`src/mc_params.svh`:
```
`ifndef MC_PARAMS_SVH
`define MC_PARAMS_SVH

// opcode and funct fields of the instruction word
`define MC_OP_WIDTH 6

// state number as seen by the datapath, zero-extended
`define MC_STATE_OUT_WIDTH 8

// ALU operation select
`define MC_ALU_SEL_WIDTH 3

// memory latency in cycles
// FETCH_WAIT and LW_WAIT each last this many cycles
// any value of 1 or more is valid
`define MC_MEM_WAIT 2

`endif

```
`src/mcControlPkg.sv`:
```
`default_nettype none

`include "mc_params.svh"

package mcControlPkg;

	typedef enum logic [`MC_OP_WIDTH-1:0] {
		FUNCT_OP = 6'h00,	// R-type, look at funct
		J_OP     = 6'h02,
		BEQ_OP   = 6'h04,
		BNE_OP   = 6'h05,
		LUI_OP   = 6'h0f,
		LW_OP    = 6'h23,
		SW_OP    = 6'h2b
	} opcode_e;

	typedef enum logic [`MC_OP_WIDTH-1:0] {
		NOP_FUNCT   = 6'h00,
		BREAK_FUNCT = 6'h0d,
		ADD_FUNCT   = 6'h20,
		SUB_FUNCT   = 6'h22,
		AND_FUNCT   = 6'h24,
		XOR_FUNCT   = 6'h26
	} funct_e;

	typedef enum logic [3:0] {
		CLS_NOP, CLS_ADD, CLS_SUB, CLS_AND, CLS_XOR, CLS_BREAK,
		CLS_BEQ, CLS_BNE, CLS_J, CLS_LUI, CLS_LW, CLS_SW
	} instrClass_e;

	// numbering is visible on stateOut
	typedef enum logic [4:0] {
		RESET, FETCH, FETCH_WAIT, DECODE, BEQ, BNE, LW, SW, LUI, J, NOP,
		ADD, R_WAIT, AND, SUB, XOR, BREAK, LW_ADDR, SW_ADDR, LW_WAIT, WRITE_BACK
	} ctrlState_e;

	typedef enum logic [`MC_ALU_SEL_WIDTH-1:0] {
		ALU_NONE = 3'b000,
		ALU_ADD  = 3'b001,
		ALU_SUB  = 3'b010,
		ALU_AND  = 3'b011,
		ALU_XOR  = 3'b110
	} aluSel_e;

	typedef struct packed {
		logic pcWriteCond;		// branch, PC write depends on zero flag
		logic pcWrite;
		logic memWrite;
		logic irWrite;
		logic regWrite;
		logic regReset;
		aluSel_e aluSel;
		logic [2:0] memToReg;	// 001 MDR, 010 upper immediate
		logic [1:0] pcSource;	// 01 branch target, 10 jump target
		logic aluSrcA;			// 1 selects register A
		logic [1:0] aluSrcB;	// 01 constant 4, 10 offset, 11 offset << 2
		logic iorD;				// 1 selects data address
		logic [1:0] regDst;		// 01 rd field
	} ctrlWord_t;

	typedef struct packed {
		logic aLoad;
		logic aReset;
		logic bLoad;
		logic bReset;
		logic pcLoad;
		logic pcReset;
		logic mdrLoad;
		logic mdrReset;
		logic aluOutLoad;
		logic aluOutReset;
		logic irReset;
	} regStrobes_t;

endpackage

`default_nettype wire

```
`src/controlSequencer.sv`:
```
`default_nettype none

`include "mc_params.svh"

module controlSequencer (
	input wire logic Clk,
	input wire logic Reset_signal,
	input mcControlPkg::instrClass_e instrClass,
	output mcControlPkg::ctrlState_e state,
	output logic lastWait					// final cycle of FETCH_WAIT or LW_WAIT
);

	import mcControlPkg::*;

	localparam int waitCntWidth = (`MC_MEM_WAIT > 1) ? $clog2(`MC_MEM_WAIT) : 1;
	localparam logic [waitCntWidth-1:0] waitLoadValue = waitCntWidth'(`MC_MEM_WAIT - 1);

	ctrlState_e nextState;
	logic [waitCntWidth-1:0] waitCnt;	// cycles left in current wait state
	logic inWait;
	logic enterWait;

	assign inWait = (state == FETCH_WAIT) || (state == LW_WAIT);
	assign lastWait = inWait && (waitCnt == '0);

	// reload only when arriving from another state
	assign enterWait = (nextState != state) &&
		((nextState == FETCH_WAIT) || (nextState == LW_WAIT));

	always_comb
	begin
		nextState = state;
		case (state)
			RESET:      nextState = FETCH;
			FETCH:      nextState = FETCH_WAIT;
			FETCH_WAIT: nextState = lastWait ? DECODE : FETCH_WAIT;

			DECODE:
			begin
				case (instrClass)
					CLS_ADD:   nextState = ADD;
					CLS_SUB:   nextState = SUB;
					CLS_AND:   nextState = AND;
					CLS_XOR:   nextState = XOR;
					CLS_BREAK: nextState = BREAK;
					CLS_BEQ:   nextState = BEQ;
					CLS_BNE:   nextState = BNE;
					CLS_J:     nextState = J;
					CLS_LUI:   nextState = LUI;
					CLS_LW:    nextState = LW_ADDR;
					CLS_SW:    nextState = SW_ADDR;
					default:   nextState = NOP;
				endcase
			end

			ADD, SUB, AND, XOR: nextState = R_WAIT;	// result written next cycle

			LW_ADDR: nextState = LW;
			LW:      nextState = LW_WAIT;
			LW_WAIT: nextState = lastWait ? WRITE_BACK : LW_WAIT;
			SW_ADDR: nextState = SW;

			R_WAIT, BEQ, BNE, J, LUI, NOP, SW, WRITE_BACK:
			begin
				nextState = FETCH;
			end

			BREAK: nextState = BREAK;	// halted, only reset leaves

			default: nextState = RESET;
		endcase
	end

	always_ff @(posedge Clk or posedge Reset_signal)
	begin
		if (Reset_signal)
		begin
			state <= RESET;
			waitCnt <= '0;
		end
		else
		begin
			state <= nextState;
			if (enterWait)
				waitCnt <= waitLoadValue;
			else if (waitCnt != '0)
				waitCnt <= waitCnt - 1'b1;
		end
	end

endmodule

`default_nettype wire

```
`src/controlSignalDecoder.sv`:
```
`default_nettype none

module controlSignalDecoder (
	input mcControlPkg::ctrlState_e state,
	input wire logic lastWait,
	input wire logic aluZero,		// from ALU, used by BEQ and BNE
	output mcControlPkg::ctrlWord_t ctrl,
	output mcControlPkg::regStrobes_t strobes
);

	import mcControlPkg::*;

	logic branchTaken;

	// BNE jumps on a nonzero difference, BEQ on zero
	assign branchTaken = (state == BNE) ? ~aluZero : aluZero;

	always_comb
	begin
		ctrl = '0;
		strobes = '0;

		case (state)
			RESET:
			begin
				ctrl.regReset = 1'b1;
				strobes.aReset = 1'b1;
				strobes.bReset = 1'b1;
				strobes.pcReset = 1'b1;
				strobes.mdrReset = 1'b1;
				strobes.aluOutReset = 1'b1;
				strobes.irReset = 1'b1;
			end

			FETCH:
			begin
				ctrl.aluSrcB = 2'b01;	// PC + 4 prepared
			end

			FETCH_WAIT:
			begin
				ctrl.aluSrcB = 2'b01;
				if (lastWait)			// instruction word is valid now
				begin
					ctrl.pcWrite = 1'b1;
					ctrl.irWrite = 1'b1;
					ctrl.aluSel = ALU_ADD;
					strobes.mdrLoad = 1'b1;
				end
			end

			DECODE:
			begin
				ctrl.aluSel = ALU_ADD;	// branch target into ALUOut
				ctrl.aluSrcB = 2'b11;
				strobes.aLoad = 1'b1;
				strobes.bLoad = 1'b1;
				strobes.aluOutLoad = 1'b1;
			end

			ADD, SUB, AND, XOR:
			begin
				ctrl.aluSrcA = 1'b1;	// A op B
				strobes.aluOutLoad = 1'b1;
				case (state)
					SUB:     ctrl.aluSel = ALU_SUB;
					AND:     ctrl.aluSel = ALU_AND;
					XOR:     ctrl.aluSel = ALU_XOR;
					default: ctrl.aluSel = ALU_ADD;
				endcase
			end

			R_WAIT:
			begin
				ctrl.regWrite = 1'b1;
				ctrl.regDst = 2'b01;	// rd
			end

			BEQ, BNE:
			begin
				ctrl.pcWriteCond = 1'b1;
				ctrl.aluSel = ALU_SUB;	// compare A and B
				ctrl.aluSrcA = 1'b1;
				ctrl.pcSource = 2'b01;
			end

			J:
			begin
				ctrl.pcWrite = 1'b1;
				ctrl.pcSource = 2'b10;
			end

			LUI:
			begin
				ctrl.regWrite = 1'b1;
				ctrl.memToReg = 3'b010;	// immediate into upper half of rt
			end

			LW_ADDR, SW_ADDR:
			begin
				ctrl.aluSel = ALU_ADD;	// base + offset
				ctrl.aluSrcA = 1'b1;
				ctrl.aluSrcB = 2'b10;
				strobes.aluOutLoad = 1'b1;
			end

			SW:
			begin
				ctrl.memWrite = 1'b1;
				ctrl.iorD = 1'b1;
			end

			LW:
			begin
				ctrl.iorD = 1'b1;
			end

			LW_WAIT:
			begin
				ctrl.iorD = 1'b1;
				strobes.mdrLoad = lastWait;	// data word valid on last cycle
			end

			WRITE_BACK:
			begin
				ctrl.regWrite = 1'b1;
				ctrl.memToReg = 3'b001;	// MDR into rt
			end

			default:
			begin
				ctrl = '0;	// NOP and BREAK drive nothing
			end
		endcase

		strobes.pcLoad = ctrl.pcWrite | (ctrl.pcWriteCond & branchTaken);
	end

endmodule

`default_nettype wire

```
`src/instrDecoder.sv`:
```
`default_nettype none

module instrDecoder (
	input mcControlPkg::opcode_e op,
	input mcControlPkg::funct_e funct,		// only meaningful for FUNCT_OP
	output mcControlPkg::instrClass_e instrClass
);

	import mcControlPkg::*;

	always_comb
	begin
		instrClass = CLS_NOP;	// anything unknown falls back to NOP
		case (op)
			FUNCT_OP:
			begin
				case (funct)
					ADD_FUNCT:   instrClass = CLS_ADD;
					SUB_FUNCT:   instrClass = CLS_SUB;
					AND_FUNCT:   instrClass = CLS_AND;
					XOR_FUNCT:   instrClass = CLS_XOR;
					BREAK_FUNCT: instrClass = CLS_BREAK;
					NOP_FUNCT:   instrClass = CLS_NOP;
					default:     instrClass = CLS_NOP;
				endcase
			end

			BEQ_OP: instrClass = CLS_BEQ;
			BNE_OP: instrClass = CLS_BNE;
			J_OP:   instrClass = CLS_J;
			LUI_OP: instrClass = CLS_LUI;
			LW_OP:  instrClass = CLS_LW;
			SW_OP:  instrClass = CLS_SW;

			default:
			begin
				instrClass = CLS_NOP;
			end
		endcase
	end

endmodule

`default_nettype wire

```
`src/multiCycleControl.sv`:
```
`default_nettype none

`include "mc_params.svh"

module multiCycleControl (
	input wire logic Clk,
	input wire logic Reset_signal,
	input wire logic [`MC_OP_WIDTH-1:0] op,
	input wire logic [`MC_OP_WIDTH-1:0] funct,
	input wire logic aluZero,
	output logic [`MC_STATE_OUT_WIDTH-1:0] stateOut,
	output mcControlPkg::ctrlWord_t ctrl,
	output mcControlPkg::regStrobes_t strobes
);

	import mcControlPkg::*;

	instrClass_e instrClass;
	ctrlState_e state;
	logic lastWait;

	// raw instruction fields into the decoder enums
	instrDecoder instrDecoder_i (
		.op(opcode_e'(op)),
		.funct(funct_e'(funct)),
		.instrClass(instrClass)
	);

	controlSequencer controlSequencer_i (
		.Clk(Clk),
		.Reset_signal(Reset_signal),
		.instrClass(instrClass),
		.state(state),
		.lastWait(lastWait)
	);

	controlSignalDecoder controlSignalDecoder_i (
		.state(state),
		.lastWait(lastWait),
		.aluZero(aluZero),
		.ctrl(ctrl),
		.strobes(strobes)
	);

	assign stateOut = {{(`MC_STATE_OUT_WIDTH - $bits(ctrlState_e)){1'b0}}, state};

endmodule

`default_nettype wire
```
`config.mk`:
```
export PLATFORM = sky130hd
export DESIGN_NAME = multiCycleControl
export DESIGN_NICKNAME = d
export VERILOG_FILES = /design/src/mcControlPkg.sv /design/src/controlSequencer.sv /design/src/controlSignalDecoder.sv /design/src/instrDecoder.sv /design/src/multiCycleControl.sv
export VERILOG_INCLUDE_DIRS = /design/src /design/src/src
export SDC_FILE = /design/constraint.sdc
export NUM_CORES = 1
export LEC_CHECK = 0
export ABC_CLOCK_PERIOD_IN_PS = 2600
export BUFFER_PORTS_ARGS = -buffer_cell sky130_fd_sc_hd__buf_2
export CAP_MARGIN = 0
export CORE_UTILIZATION = 28
export DETAILED_ROUTE_END_ITERATION = 7
export SYNTH_ARGS = -nofsm -noshare
export SYNTH_HDL_FRONTEND = slang
export SYNTH_SLANG_ARGS = --single-unit
```
`constraint.sdc`:
```
create_clock -name Clk -period 2.6 [get_ports Clk]
set_clock_uncertainty 0.1 [all_clocks]
set_input_delay 0 -clock Clk [delete_from_list [all_inputs] [get_ports Clk]]
set_output_delay 0 -clock Clk [all_outputs]
set_load 0.02 [all_outputs]
```
## Word level (Yosys, flattened, before mapping)

Memory sizes are Yosys's and may differ from the RTL's.
Index checks and enable logic that the tools add are counted.

- Register bits: 6
- Bits in read-only memories: 80
- Output and inout bits: 39
- Memories kept: 1

- $add $sub $neg: 1
- Equality and inequality tests: 34
- Muxes and demuxes: 28
- Bitwise operators: 4
- Reduce and logical (&&, ||, !) cells: 16

Memory list:

| memory | depth | bits a word | rd ports | clocked after Yosys merged registers in | wr ports | line | text |
|---|---|---|---|---|---|---|---|
| (no name shown) | 16 | 5 | 1 | 0 | 0 | controlSequencer.sv:40 | `case (instrClass)` |

Operators with widths:

| operator | number |
|---|---|
| case mux 5 bit (10 select lines) | 1 |
| == test 5 x 4 -> 1 bit, second input constant | 8 |
| == test 6 bit, second input constant | 6 |
| == test 5 bit, second input constant | 6 |
| case mux 4 bit (7 select lines) | 1 |
| == test 5 x 3 -> 1 bit, second input constant | 4 |
| two-way mux 1 bit | 16 |
| == test 5 x 2 -> 1 bit, second input constant | 3 |
| case mux 3 bit (5 select lines) | 1 |
| == test 6 x 3 -> 1 bit, second input constant | 2 |
| == test 6 x 4 -> 1 bit, second input constant | 2 |
| case mux 3 bit (4 select lines) | 1 |
| case mux 3 bit (3 select lines) | 1 |
| OR reduction 3 bit | 3 |
| OR reduction 9 bit | 1 |
| case mux 2 bit (2 select lines) | 2 |
| OR reduction 8 bit | 1 |
| OR reduction 7 bit | 1 |
| == test 6 x 2 -> 1 bit, second input constant | 1 |
| zero test 6 bit | 1 |
| case mux 2 bit (3 select lines) | 1 |
| OR reduction 2 bit | 3 |
| == test 5 x 1 -> 1 bit, second input constant | 1 |
| zero test 5 bit | 1 |
| other kinds (11) | 15 |

## Logic depth before layout (Yosys ltp)

Gate-level depths: netlist (run 1).

- Depth in word-level cells: 9
- Gate-level depth with buffers: 11

## Hierarchy

A second synthesis (run 1) with hierarchy kept.

- Cells, all modules: 185
- Area total of the unflattened synthesis: 1452.6 sq um

Modules (own cells, without submodules):

| module | times used | cells each | area an instance (sq um) | seq. area each (sq um) |
|---|---|---|---|---|
| controlSequencer | 1 | 84 | 696.9 | 150.1 |
| controlSignalDecoder | 1 | 70 | 529.3 | 0.0 |
| instrDecoder | 1 | 27 | 200.2 | 0.0 |
| multiCycleControl | 1 | 4 | 26.3 | 0.0 |

## Worst setup path after synthesis (run 1)

OpenSTA, ideal clock, no wires.

- Path kind: input -> register
- Start point: in op[0]
- End point: reg controlSequencer_i.waitCnt
- Arrival: 2249 ps
- Slack: 144 ps
- Stages on the path: 8
- Path buffers: 1
- Path through: clkbuf_1 > or4_1 > o31a_1 > ha_1 > o21ai_0 > o211a_1 > or4b_4 > a2111oi_4

- Word-level cells in the longest chain between the ends: 8
- Elaborated cells between the ends (all ways): 16
- Classes of those cells: eq/ne: 9; mux: 3; reduce/logical: 3; memory: 1

Ends and longest elaborated chain:

| element | line | text |
|---|---|---|
| start: declaration | multiCycleControl.sv:8 | `` input wire logic [`MC_OP_WIDTH-1:0] op, `` |
| == test 6 bit (tied with other cells) | instrDecoder.sv:14 | `case (op)` |
| case mux 4 bit (7 select lines) * | instrDecoder.sv:14 |  |
| memory (16 x 5 bit) * | n/a |  |
| case mux 5 bit (10 select lines) * | controlSequencer.sv:33 | `case (state)` |
| == test 5 x 2 -> 1 bit / == test 5 bit (equally long branches) | controlSequencer.sv:28 | `((nextState == FETCH_WAIT) \|\| (nextState == LW_WAIT));` |
| logical OR 1 bit | controlSequencer.sv:28 |  |
| logical AND 1 bit * | controlSequencer.sv:27 | `assign enterWait = (nextState != state) &&` |
| via controlSequencer_i.enterWait | controlSequencer.sv:21 | `logic enterWait;` |
| two-way mux 1 bit * | controlSequencer.sv:84 | `if (enterWait)` |
| end signal: assignment | controlSequencer.sv:85 | `waitCnt <= waitLoadValue;` |
| end signal: assignment | controlSequencer.sv:87 | `waitCnt <= waitCnt - 1'b1;` |
| end: declaration | controlSequencer.sv:19 | `logic [waitCntWidth-1:0] waitCnt;` |

Mark *: on every way through the listed nets, which the timed path passes. The rest lies on a longest branch.

## Final worst setup path (run 1)

- Start point: reg controlSequencer_i.state[2]
- End point: reg controlSequencer_i.waitCnt

- Elaborated cells between the ends (all ways): 34
- Classes of those cells: eq/ne: 23; mux: 4; reduce/logical: 7

RTL lines:

| element | line | text |
|---|---|---|
| start: declaration | controlSequencer.sv:9 | `output mcControlPkg::ctrlState_e state,` |
| start signal: assignment | controlSequencer.sv:83 | `state <= nextState;` |
| == test 5 x 4 -> 1 bit (tied with other cells) | controlSequencer.sv:33 |  |
| OR reduction 9 bit (no line) / OR reduction 4 bit (equally long branches) | n/a |  |
| case mux 5 bit (10 select lines) * | controlSequencer.sv:33 |  |
| via controlSequencer_i.nextState[4] | controlSequencer.sv:18 | `ctrlState_e nextState;` |
| == test 5 x 2 -> 1 bit / == test 5 bit (equally long branches) | controlSequencer.sv:28 |  |
| logical OR 1 bit | controlSequencer.sv:28 |  |
| logical AND 1 bit * | controlSequencer.sv:27 |  |
| via controlSequencer_i.enterWait | controlSequencer.sv:21 |  |
| two-way mux 1 bit * | controlSequencer.sv:84 |  |

Marked as above.

==> results of run 1 <==
==> through the flow <==
stage                     total power, mW  util, %  area (µm²)  instances  hold WS, ns
after floorplan                      1.28        -        1300        182       -0.309
after global placement               1.59     35.1        1540        267       -0.184
after detailed placement             1.60     35.1        1540        267       -0.182
after CTS                            1.75     36.2        1590        271        0.126
after global routing                 1.87     36.2        1590        271        0.183
final                                1.73     36.2        1590        271        0.129
==> power breakdown <==
group | internal, mW | switching, mW | leakage, nW
Clock | 0.0994 | 0.0400 | 0.0216
Sequential | 0.131 | 0.0988 | 0.0776
Combinational | 0.537 | 0.827 | 0.702
==> cell families (layout without fill, tap and decap cells) <==
group	count (synthesis)	in the layout	share of synthesized area (%)
xor+xnor	5	5	3.41
other cells	1	5	0.292
flops	6	6	11.7
simple gates	82	82	39.0
buf+inv	38	75	15.4
compound gates	41	41	25.5
fa+ha+maj	5	5	4.68
==> final cells by class <==
type | count | area (µm²)
clock buffers | 3 | 41.3
fillers | 482 | 2800
inverters | 11 | 41.3
multi-input cells | 138 | 951
flip-flops and latches | 6 | 150
well taps | 52 | 65.1
repair buffers | 61 | 340
==> how the worst max path moves through the flow <==
stage	slack, ns	cells after the start	endpoint	startpoint
CTS	0.20	6	controlSequencer_i.waitCnt	controlSequencer_i.state[2]
global placement	0.09	10	controlSequencer_i.waitCnt	op[2]
finish	0.18	6	controlSequencer_i.waitCnt	controlSequencer_i.state[2]
global route	0.1	6	controlSequencer_i.waitCnt	controlSequencer_i.state[2]
floorplan	0.14	8	controlSequencer_i.waitCnt	op[0]
detailed placement	0.04	10	controlSequencer_i.waitCnt	op[2]
==> synth_stat cells, types with 2 or more instances <==
cell type and number:
dfrtp_1 6, nand3b_1 4, or2_2 4, nor4bb_1 3
nor2_1 11, nand2_1 13, a22oi_1 2, a21o_1 3
buf_2 2, or4_1 3, ha_1 4, or3_1 2
buf_4 12, o211a_1 2, buf_1 2, xnor2_1 2
o22ai_1 3, o21ai_0 5, nor4_1 3, a21oi_1 6
clkbuf_1 10, o31a_1 2, a211o_1 3, nand2b_1 6
o211ai_1 4, and2_1 2, nor3b_1 5, inv_1 11
xor2_1 3, nor3_1 5, nor2b_1 9
==> flip-flops by register name (all words and copies together), names as in the netlist <==
signal,flops
controlSequencer_i.waitCnt,1
controlSequencer_i.state,5
==> routing by layer <==
metal,part of all wire [%],up-vias
met2,47,47
met4,0.95,0
met5,0,-
li1,-,705
met1,48,609
met3,4.4,3
==> cell usage in the layout (no fill, tap or decap), types with 3 or more instances in the layout <==
cell type  instances
ha_1               4
nor2_1            11
buf_2             48
nor3_1             5
or2_2              4
xor2_1             3
or4_1              3
nor3b_1            5
a21o_1             3
nand2_1           13
nand2b_1           6
nor4_1             3
nand3b_1           4
conb_1             5
nor2b_1            9
buf_4             12
inv_1             11
dfrtp_1            6
o211ai_1           4
a21oi_1            6
clkbuf_8           3
a211o_1            3
o21ai_0            5
nor4bb_1           3
o22ai_1            3
==> repair_timing <==
action / CTS / global route
hold buffers: 1 / 0
resized for setup: 0 / 0
hold endpoints to repair: 6 / 0
==> worst min-delay path, cell delays in order <==
cell and delay, ns:
dlygate4sd3_1 0.53, buf_2 0.12, inv_1 0.17
==> impl_metrics.tcl, run 1 <==
set metrics [dict create \
    syn_inst 178 \
    dieArea_um2 4860 \
    worstPathArrival_ns 2.44 \
    root_buffer "clkbuf_8" \
    start_util_pct 29.3 \
    coreArea_um2 4380 \
    grt_max_degree 16 \
    pin_count 54 \
    num_antenna_cells 0 \
    cts_tree "built" \
    slowest_stage "dfrtp_1" \
    die_h_um 69.7 \
    via_per_inst 5.03 \
    met3_usage_pct 0.291 \
    routabilityCongestion 0.791 \
    place_ws_ns 0.0383 \
    finalMaxSlewViolations 0 \
    synth_area_um2 1280 \
    clkSlewWorstSetupHoldPaths_ns 0.04 \
    dieWidth_um 69.7 \
    cts_setup_buffers 0 \
    first_iter_violations 61 \
    drcViolationCount 0 \
    finalSetupViolations 0 \
    hold_viol 0 \
    hp-class "in2async" \
    min_period_ns 2.42 \
    endpoint_kind "flop" \
    cp-start-kind "flop" \
    yosys.area.top_type "dfrtp_1" \
    final_nets 240 \
    grtUsageTotal_pct 13.5 \
    path_class "reg2reg" \
    cts_buffers 3 \
    ant_nets 0 \
    synthTopCellsByArea "dfrtp_1 (12%), buf_4 (7.0%), nor2b_1 (4.4%)" \
    synth_edf_count 0 \
    reg2regPathDepth 6 \
    met2_usage_pct 23.8 \
    post-dp-hpwl_mm 2.65 \
    syn_area_per_cell_um2 7.21 \
    status "finished, final reports clean" \
    reg2reg_to "controlSequencer_i.waitCnt" \
    yosys_register_bits 6 \
    worstPathCellList "and3b_1, a311oi_1, o22ai_1, a31o_1, or4b_4, a2111oi_4" \
    post-route-period-util_pct 93.0 \
    grt_pass1_wl_mm 5.49 \
    dr.pass1.iters 4 \
    worstSkewPairLatency_ns 0.23 \
    rsz0062_at_grt "no" \
    synth_cell_types 57 \
    cts.sinks 6 \
    yosysSeqAreaShare_pct 11.7 \
    rr_startpoint "controlSequencer_i.state[2]" \
    cp_max_fo 11 \
    area_growth_pct 23.8 \
    cts.htree.levels 1 \
    grt_use_met1_pct 17.3 \
    cp_num_buf_inv 0 \
    antenna_found_initial 0 \
    port_buffers 48 \
    wirelength_mm 3.26 \
    p_per_area_nw_per_um2 1090 \
    yosys.area.top_type_share_pct 11.7 \
    drive_gt1_share_pct 34.7 \
    cts_buffer_depth 2 \
    yosys_warnings 0 \
    max_freq_ghz 0.413 \
    vias 1364 \
    async_flop_share_pct 100 \
    grt.overflow.total 0 \
    wl_per_cell_um 12.0 \
    leakagePower_nw 0.801 \
    slowest_delay_ns 0.50 \
    max_cap_viol_count 0 \
    required_ns 2.62 \
    grt_busiest_layer "met2" \
    r2r_slack_ns 0.18 \
    first_global_vias 1279 \
    ys.flop_type "dfrtp_1" \
    setup_ws_ns 0.181 \
    path_delay_family "compound AO/OA/AOI/OAI gates" \
    tns_ns 0 \
    row_count 24 \
    peakVddDrop_mv 0.385 \
]
Power figures use the tool's default switching activity.
==> run 2: changes to the inputs <==
--- a/config.mk
+++ b/config.mk
@@ -9,8 +9,10 @@
 export ABC_CLOCK_PERIOD_IN_PS = 2600
 export BUFFER_PORTS_ARGS = -buffer_cell sky130_fd_sc_hd__buf_2
 export CAP_MARGIN = 0
+export CORE_MARGIN = 8
 export CORE_UTILIZATION = 28
 export DETAILED_ROUTE_END_ITERATION = 7
+export HOLD_SLACK_MARGIN = 0.08
 export SYNTH_ARGS = -nofsm -noshare
 export SYNTH_HDL_FRONTEND = slang
 export SYNTH_SLANG_ARGS = --single-unit
==> impl_metrics.tcl, run 2 (synthesis results as in run 1) <==
set metrics [dict create \
    cts_buffers 3 \
    wl_per_cell_um 13.6 \
    cp-start-kind "flop" \
    drcViolationCount 0 \
    dieWidth_um 83.7 \
    worstPathCellList "or2_2, nand2_1, a22oi_1, o22ai_1, or4b_4, a2111oi_4" \
    cts_buffer_depth 2 \
    routabilityCongestion 0.774 \
    grt_use_met1_pct 12.7 \
    post-dp-hpwl_mm 3.01 \
    peakVddDrop_mv 0.402 \
    endpoint_kind "flop" \
    dpl_cell_area_um2 1520 \
    worstPathArrival_ns 2.39 \
    grt_pass1_wl_mm 6.43 \
    largest_reg_flops 5 \
    mostFrequentLayoutCells "buf_2 (48), nand2_1 (13), inv_1 (11), nor2_1 (11), buf_4 (10)" \
    area_growth_pct 22.6 \
    status "finished, final reports clean" \
    finalInstanceArea_um2 1570 \
    row_count 24 \
    min_period_ns 2.37 \
    finalSetupViolations 0 \
    leakagePower_nw 0.791 \
    hp-class "in2async" \
    dr.pass1.iters 4 \
    met3_usage_pct 2.64 \
    first_iter_violations 64 \
    grt_max_degree 16 \
    coreArea_um2 4380 \
    cts_setup_buffers 0 \
    clkSlewWorstSetupHoldPaths_ns 0.04 \
    largestRegisters "controlSequencer_i.state x5, controlSequencer_i.waitCnt x1" \
    start_util_pct 29.3 \
    die_h_um 83.7 \
    num_antenna_cells 0 \
    hold_ws_ns 0.143 \
    met2_usage_pct 17.4 \
    grt_busiest_layer "met2" \
    cp_max_fo 15 \
    ant_nets 0 \
    grtUsageTotal_pct 10.3 \
    layout_commonest_cell "buf_2" \
    slowest_delay_ns 0.62 \
    largest_register "controlSequencer_i.state" \
    wirelength_mm 3.65 \
    finalMaxSlewViolations 0 \
    max_freq_ghz 0.422 \
    p_per_area_nw_per_um2 1100 \
    dieArea_um2 7010 \
    hold_viol 0 \
    worstSkewPairLatency_ns 0.22 \
    port_buffers 48 \
    cts.sinks 6 \
    path_class "reg2reg" \
    root_buffer "clkbuf_8" \
    antenna_found_initial 0 \
    first_global_vias 1400 \
    pin_count 54 \
    post-route-period-util_pct 91.1 \
    vias 1391 \
    final_nets 238 \
    cts.htree.levels 1 \
    max_cap_viol_count 0 \
    final_core_util_pct 35.9 \
    tns_ns 0 \
    grt.overflow.total 0 \
    cts_tree "built" \
    required_ns 2.62 \
    drive_gt1_share_pct 34.1 \
    via_per_inst 5.17 \
    slowest_stage "dfrtp_1" \
    rsz0062_at_grt "no" \
]
## run 2: cell count changes in the layout (fill, tap and decap cells not counted)
cell | previous run | this run
buf_4 | 12 | 10
## run 2: final cells by class
type / count / area [µm²]
multi-input cells: 138 / 951
inverters: 11 / 41.3
flip-flops and latches: 6 / 150
clock buffers: 3 / 41.3
repair buffers: 59 / 325
fillers: 482 / 2810
well taps: 52 / 65.1
## run 2: metrics by stage
stage                     instances  worst slack (ns)  power, mW
after floorplan                 182             0.144       1.28
after global placement          265             0.100       1.58
after detailed placement        265            0.0661       1.59
after CTS                       269             0.245       1.74
after global routing            269             0.110       1.87
final                           269             0.233       1.72
## run 2: worst max-delay path, delay by kind of cell (launching register included)
kind / cells / cell delay, ns
flops: 1 / 0.62
simple gates: 3 / 0.90
compound gates: 3 / 0.64
## run 2: worst paths after layout
| kind | cells past startpoint | slack, ns | end | start |
|---|---|---|---|---|
| setup / recovery | 6 | 0.23 | controlSequencer_i.waitCnt | controlSequencer_i.state[1] |
| hold / removal | 3 | 0.14 | controlSequencer_i.state[4] | Reset_signal |
| setup reg to reg | 6 | 0.23 | controlSequencer_i.waitCnt | controlSequencer_i.state[1] |
| hold reg to reg | 3 | 0.70 | controlSequencer_i.state[1] | controlSequencer_i.state[3] |
| max in group asynchronous | 3 | 2.06 | controlSequencer_i.state[3] | Reset_signal |
| min in group Clk | 5 | 0.34 | controlSequencer_i.state[0] | op[3] |
## run 2: what timing repair did
action,in CTS,in global routing
hold buffers,1,0
endpoints found under the hold margin,6,0
resized for setup,0,0
## run 2: routing by layer
metal / up-vias / share of wire, %
met5: - / 0
met4: 0 / 0.36
met3: 3 / 7.1
met2: 49 / 47
met1: 640 / 46
li1: 699 / -
## run 2: report_power, final
part | leakage (nW) | internal (mW) | total [mW] | switching, mW
clock | 0.0216 | 0.0994 | 0.139 | 0.0392
sequential | 0.0776 | 0.131 | 0.235 | 0.104
combinational | 0.692 | 0.515 | 1.35 | 0.837
==> run 3: changes to the inputs <==
--- a/config.mk
+++ b/config.mk
@@ -13,6 +13,7 @@
 export CORE_UTILIZATION = 28
 export DETAILED_ROUTE_END_ITERATION = 7
 export HOLD_SLACK_MARGIN = 0.08
+export RECOVER_POWER = 25
 export SYNTH_ARGS = -nofsm -noshare
 export SYNTH_HDL_FRONTEND = slang
 export SYNTH_SLANG_ARGS = --single-unit
==> impl_metrics.tcl, run 3 (synthesis results as in run 1) <==
set metrics [dict create \
    status "finished, final reports clean" \
    first_global_vias 1400 \
    tns_ns 0 \
    reg2regPathDepth 6 \
    cp_max_fo 15 \
    dieWidth_um 83.7 \
    cts-resized-gates 0 \
    grt_pass1_wl_mm 6.43 \
    cts_buffer_depth 2 \
    area_growth_pct 21.9 \
    largest_reg_flops 5 \
    row_count 24 \
    ant_nets 0 \
    dr.pass1.iters 4 \
    largest_register "controlSequencer_i.state" \
    cts.sinks 6 \
    finalMaxSlewViolations 0 \
    routabilityCongestion 0.774 \
    rsz0062_at_grt "no" \
    pin_count 54 \
    max_cap_viol_count 0 \
    post-route-period-util_pct 91.7 \
    hold_viol 0 \
    cts_setup_buffers 0 \
    regArea_um2 150 \
    die_h_um 83.7 \
    port_buffers 48 \
    antenna_found_initial 0 \
    grtUsageTotal_pct 10.3 \
    wirelength_mm 3.66 \
    hp-class "in2async" \
    endpoint_kind "flop" \
    largestRegisters "controlSequencer_i.state x5, controlSequencer_i.waitCnt x1" \
    leakagePower_nw 0.773 \
    r2r_slack_ns 0.22 \
    path_class "reg2reg" \
    mostFrequentLayoutCells "buf_2 (44), nand2_1 (13), inv_1 (11), nor2_1 (11)" \
    coreArea_um2 4380 \
    vias 1390 \
    cts.htree.levels 1 \
    first_iter_violations 64 \
    worstSkewPairLatency_ns 0.22 \
    final_nets 238 \
    critPathLaunch "controlSequencer_i.state[1]" \
    drive_gt1_share_pct 31.8 \
    wl_per_cell_um 13.6 \
    via_per_inst 5.17 \
    cp-start-kind "flop" \
    hold_ws_ns 0.143 \
    p_per_area_nw_per_um2 1100 \
    max_freq_ghz 0.419 \
    grt.overflow.total 0 \
    start_util_pct 29.3 \
    crit_path_end "controlSequencer_i.waitCnt" \
    required_ns 2.62 \
    grt_max_degree 16 \
    finalSetupViolations 0 \
    multi_input_area_um2 951 \
    reg2reg_to "controlSequencer_i.waitCnt" \
    min_period_ns 2.38 \
    root_buffer "clkbuf_8" \
    rr_startpoint "controlSequencer_i.state[1]" \
    cts_buffers 3 \
    drcViolationCount 0 \
    dieArea_um2 7010 \
    peakVddDrop_mv 0.402 \
    worstPathArrival_ns 2.40 \
    post-dp-hpwl_mm 3.01 \
    hold_buffers 1 \
    n_fill_cell 483 \
    clkSlewWorstSetupHoldPaths_ns 0.04 \
    cts_tree "built" \
    layout_commonest_cell "buf_2" \
    num_antenna_cells 0 \
]
==> run 3: cell types whose count changed in the layout (fill, tap and decap cells not counted) <==
cell,previous run,this run
clkbuf_1,0,5
buf_4,10,9
buf_2,48,44
==> run 3: worst max-delay path: stages (launching register included) <==
cell and delay (ns):
dfrtp_1 0.63, or2_2 0.26, nand2_1 0.07, a22oi_1 0.20
o22ai_1 0.15, or4b_4 0.58, a2111oi_4 0.29
==> run 3: worst min path at each step <==
stage | slack (ns) | end
after floorplan | -0.31 | controlSequencer_i.state[0]
after global placement | -0.18 | controlSequencer_i.state[0]
after detailed placement | -0.18 | controlSequencer_i.state[4]
after CTS | 0.14 | controlSequencer_i.state[4]
after global routing | 0.18 | controlSequencer_i.state[4]
final | 0.14 | controlSequencer_i.state[4]
==> run 3: layer usage <==
layer	share of wire, %	GRT usage (%)	vias up
met2	47	17.4	47
li1	-	-	699
met5	0	0	-
met1	46	12.7	641
met4	0.35	1.88	0
met3	6.8	2.64	3
==> run 3: per-stage QoR <==
step	setup WS, ns	total power, mW	std cells	utilization, %	area [µm²]
global placement	0.100	1.58	265	34.7	1520
detailed placement	0.0661	1.59	265	34.7	1520
global route	0.102	1.86	269	35.7	1570
finish	0.216	1.71	269	35.7	1570
floorplan	0.144	1.28	182	-	1300
CTS	0.245	1.74	269	35.9	1570
==> run 3: cell type report <==
class	count	share of cell area, %
Clock buffer	3	2.64
Inverter	11	2.64
Multi-Input combinational cell	138	60.8
Sequential cell	6	9.59
Tap cell	52	4.16
Timing Repair Buffer	59	20.2
==> run 3: power by group <==
part | switching [mW] | total (mW) | internal (mW)
Combinational | 0.837 | 1.34 | 0.503
Clock | 0.0392 | 0.139 | 0.0994
Sequential | 0.105 | 0.236 | 0.131
Total | 0.981 | 1.71 | 0.734
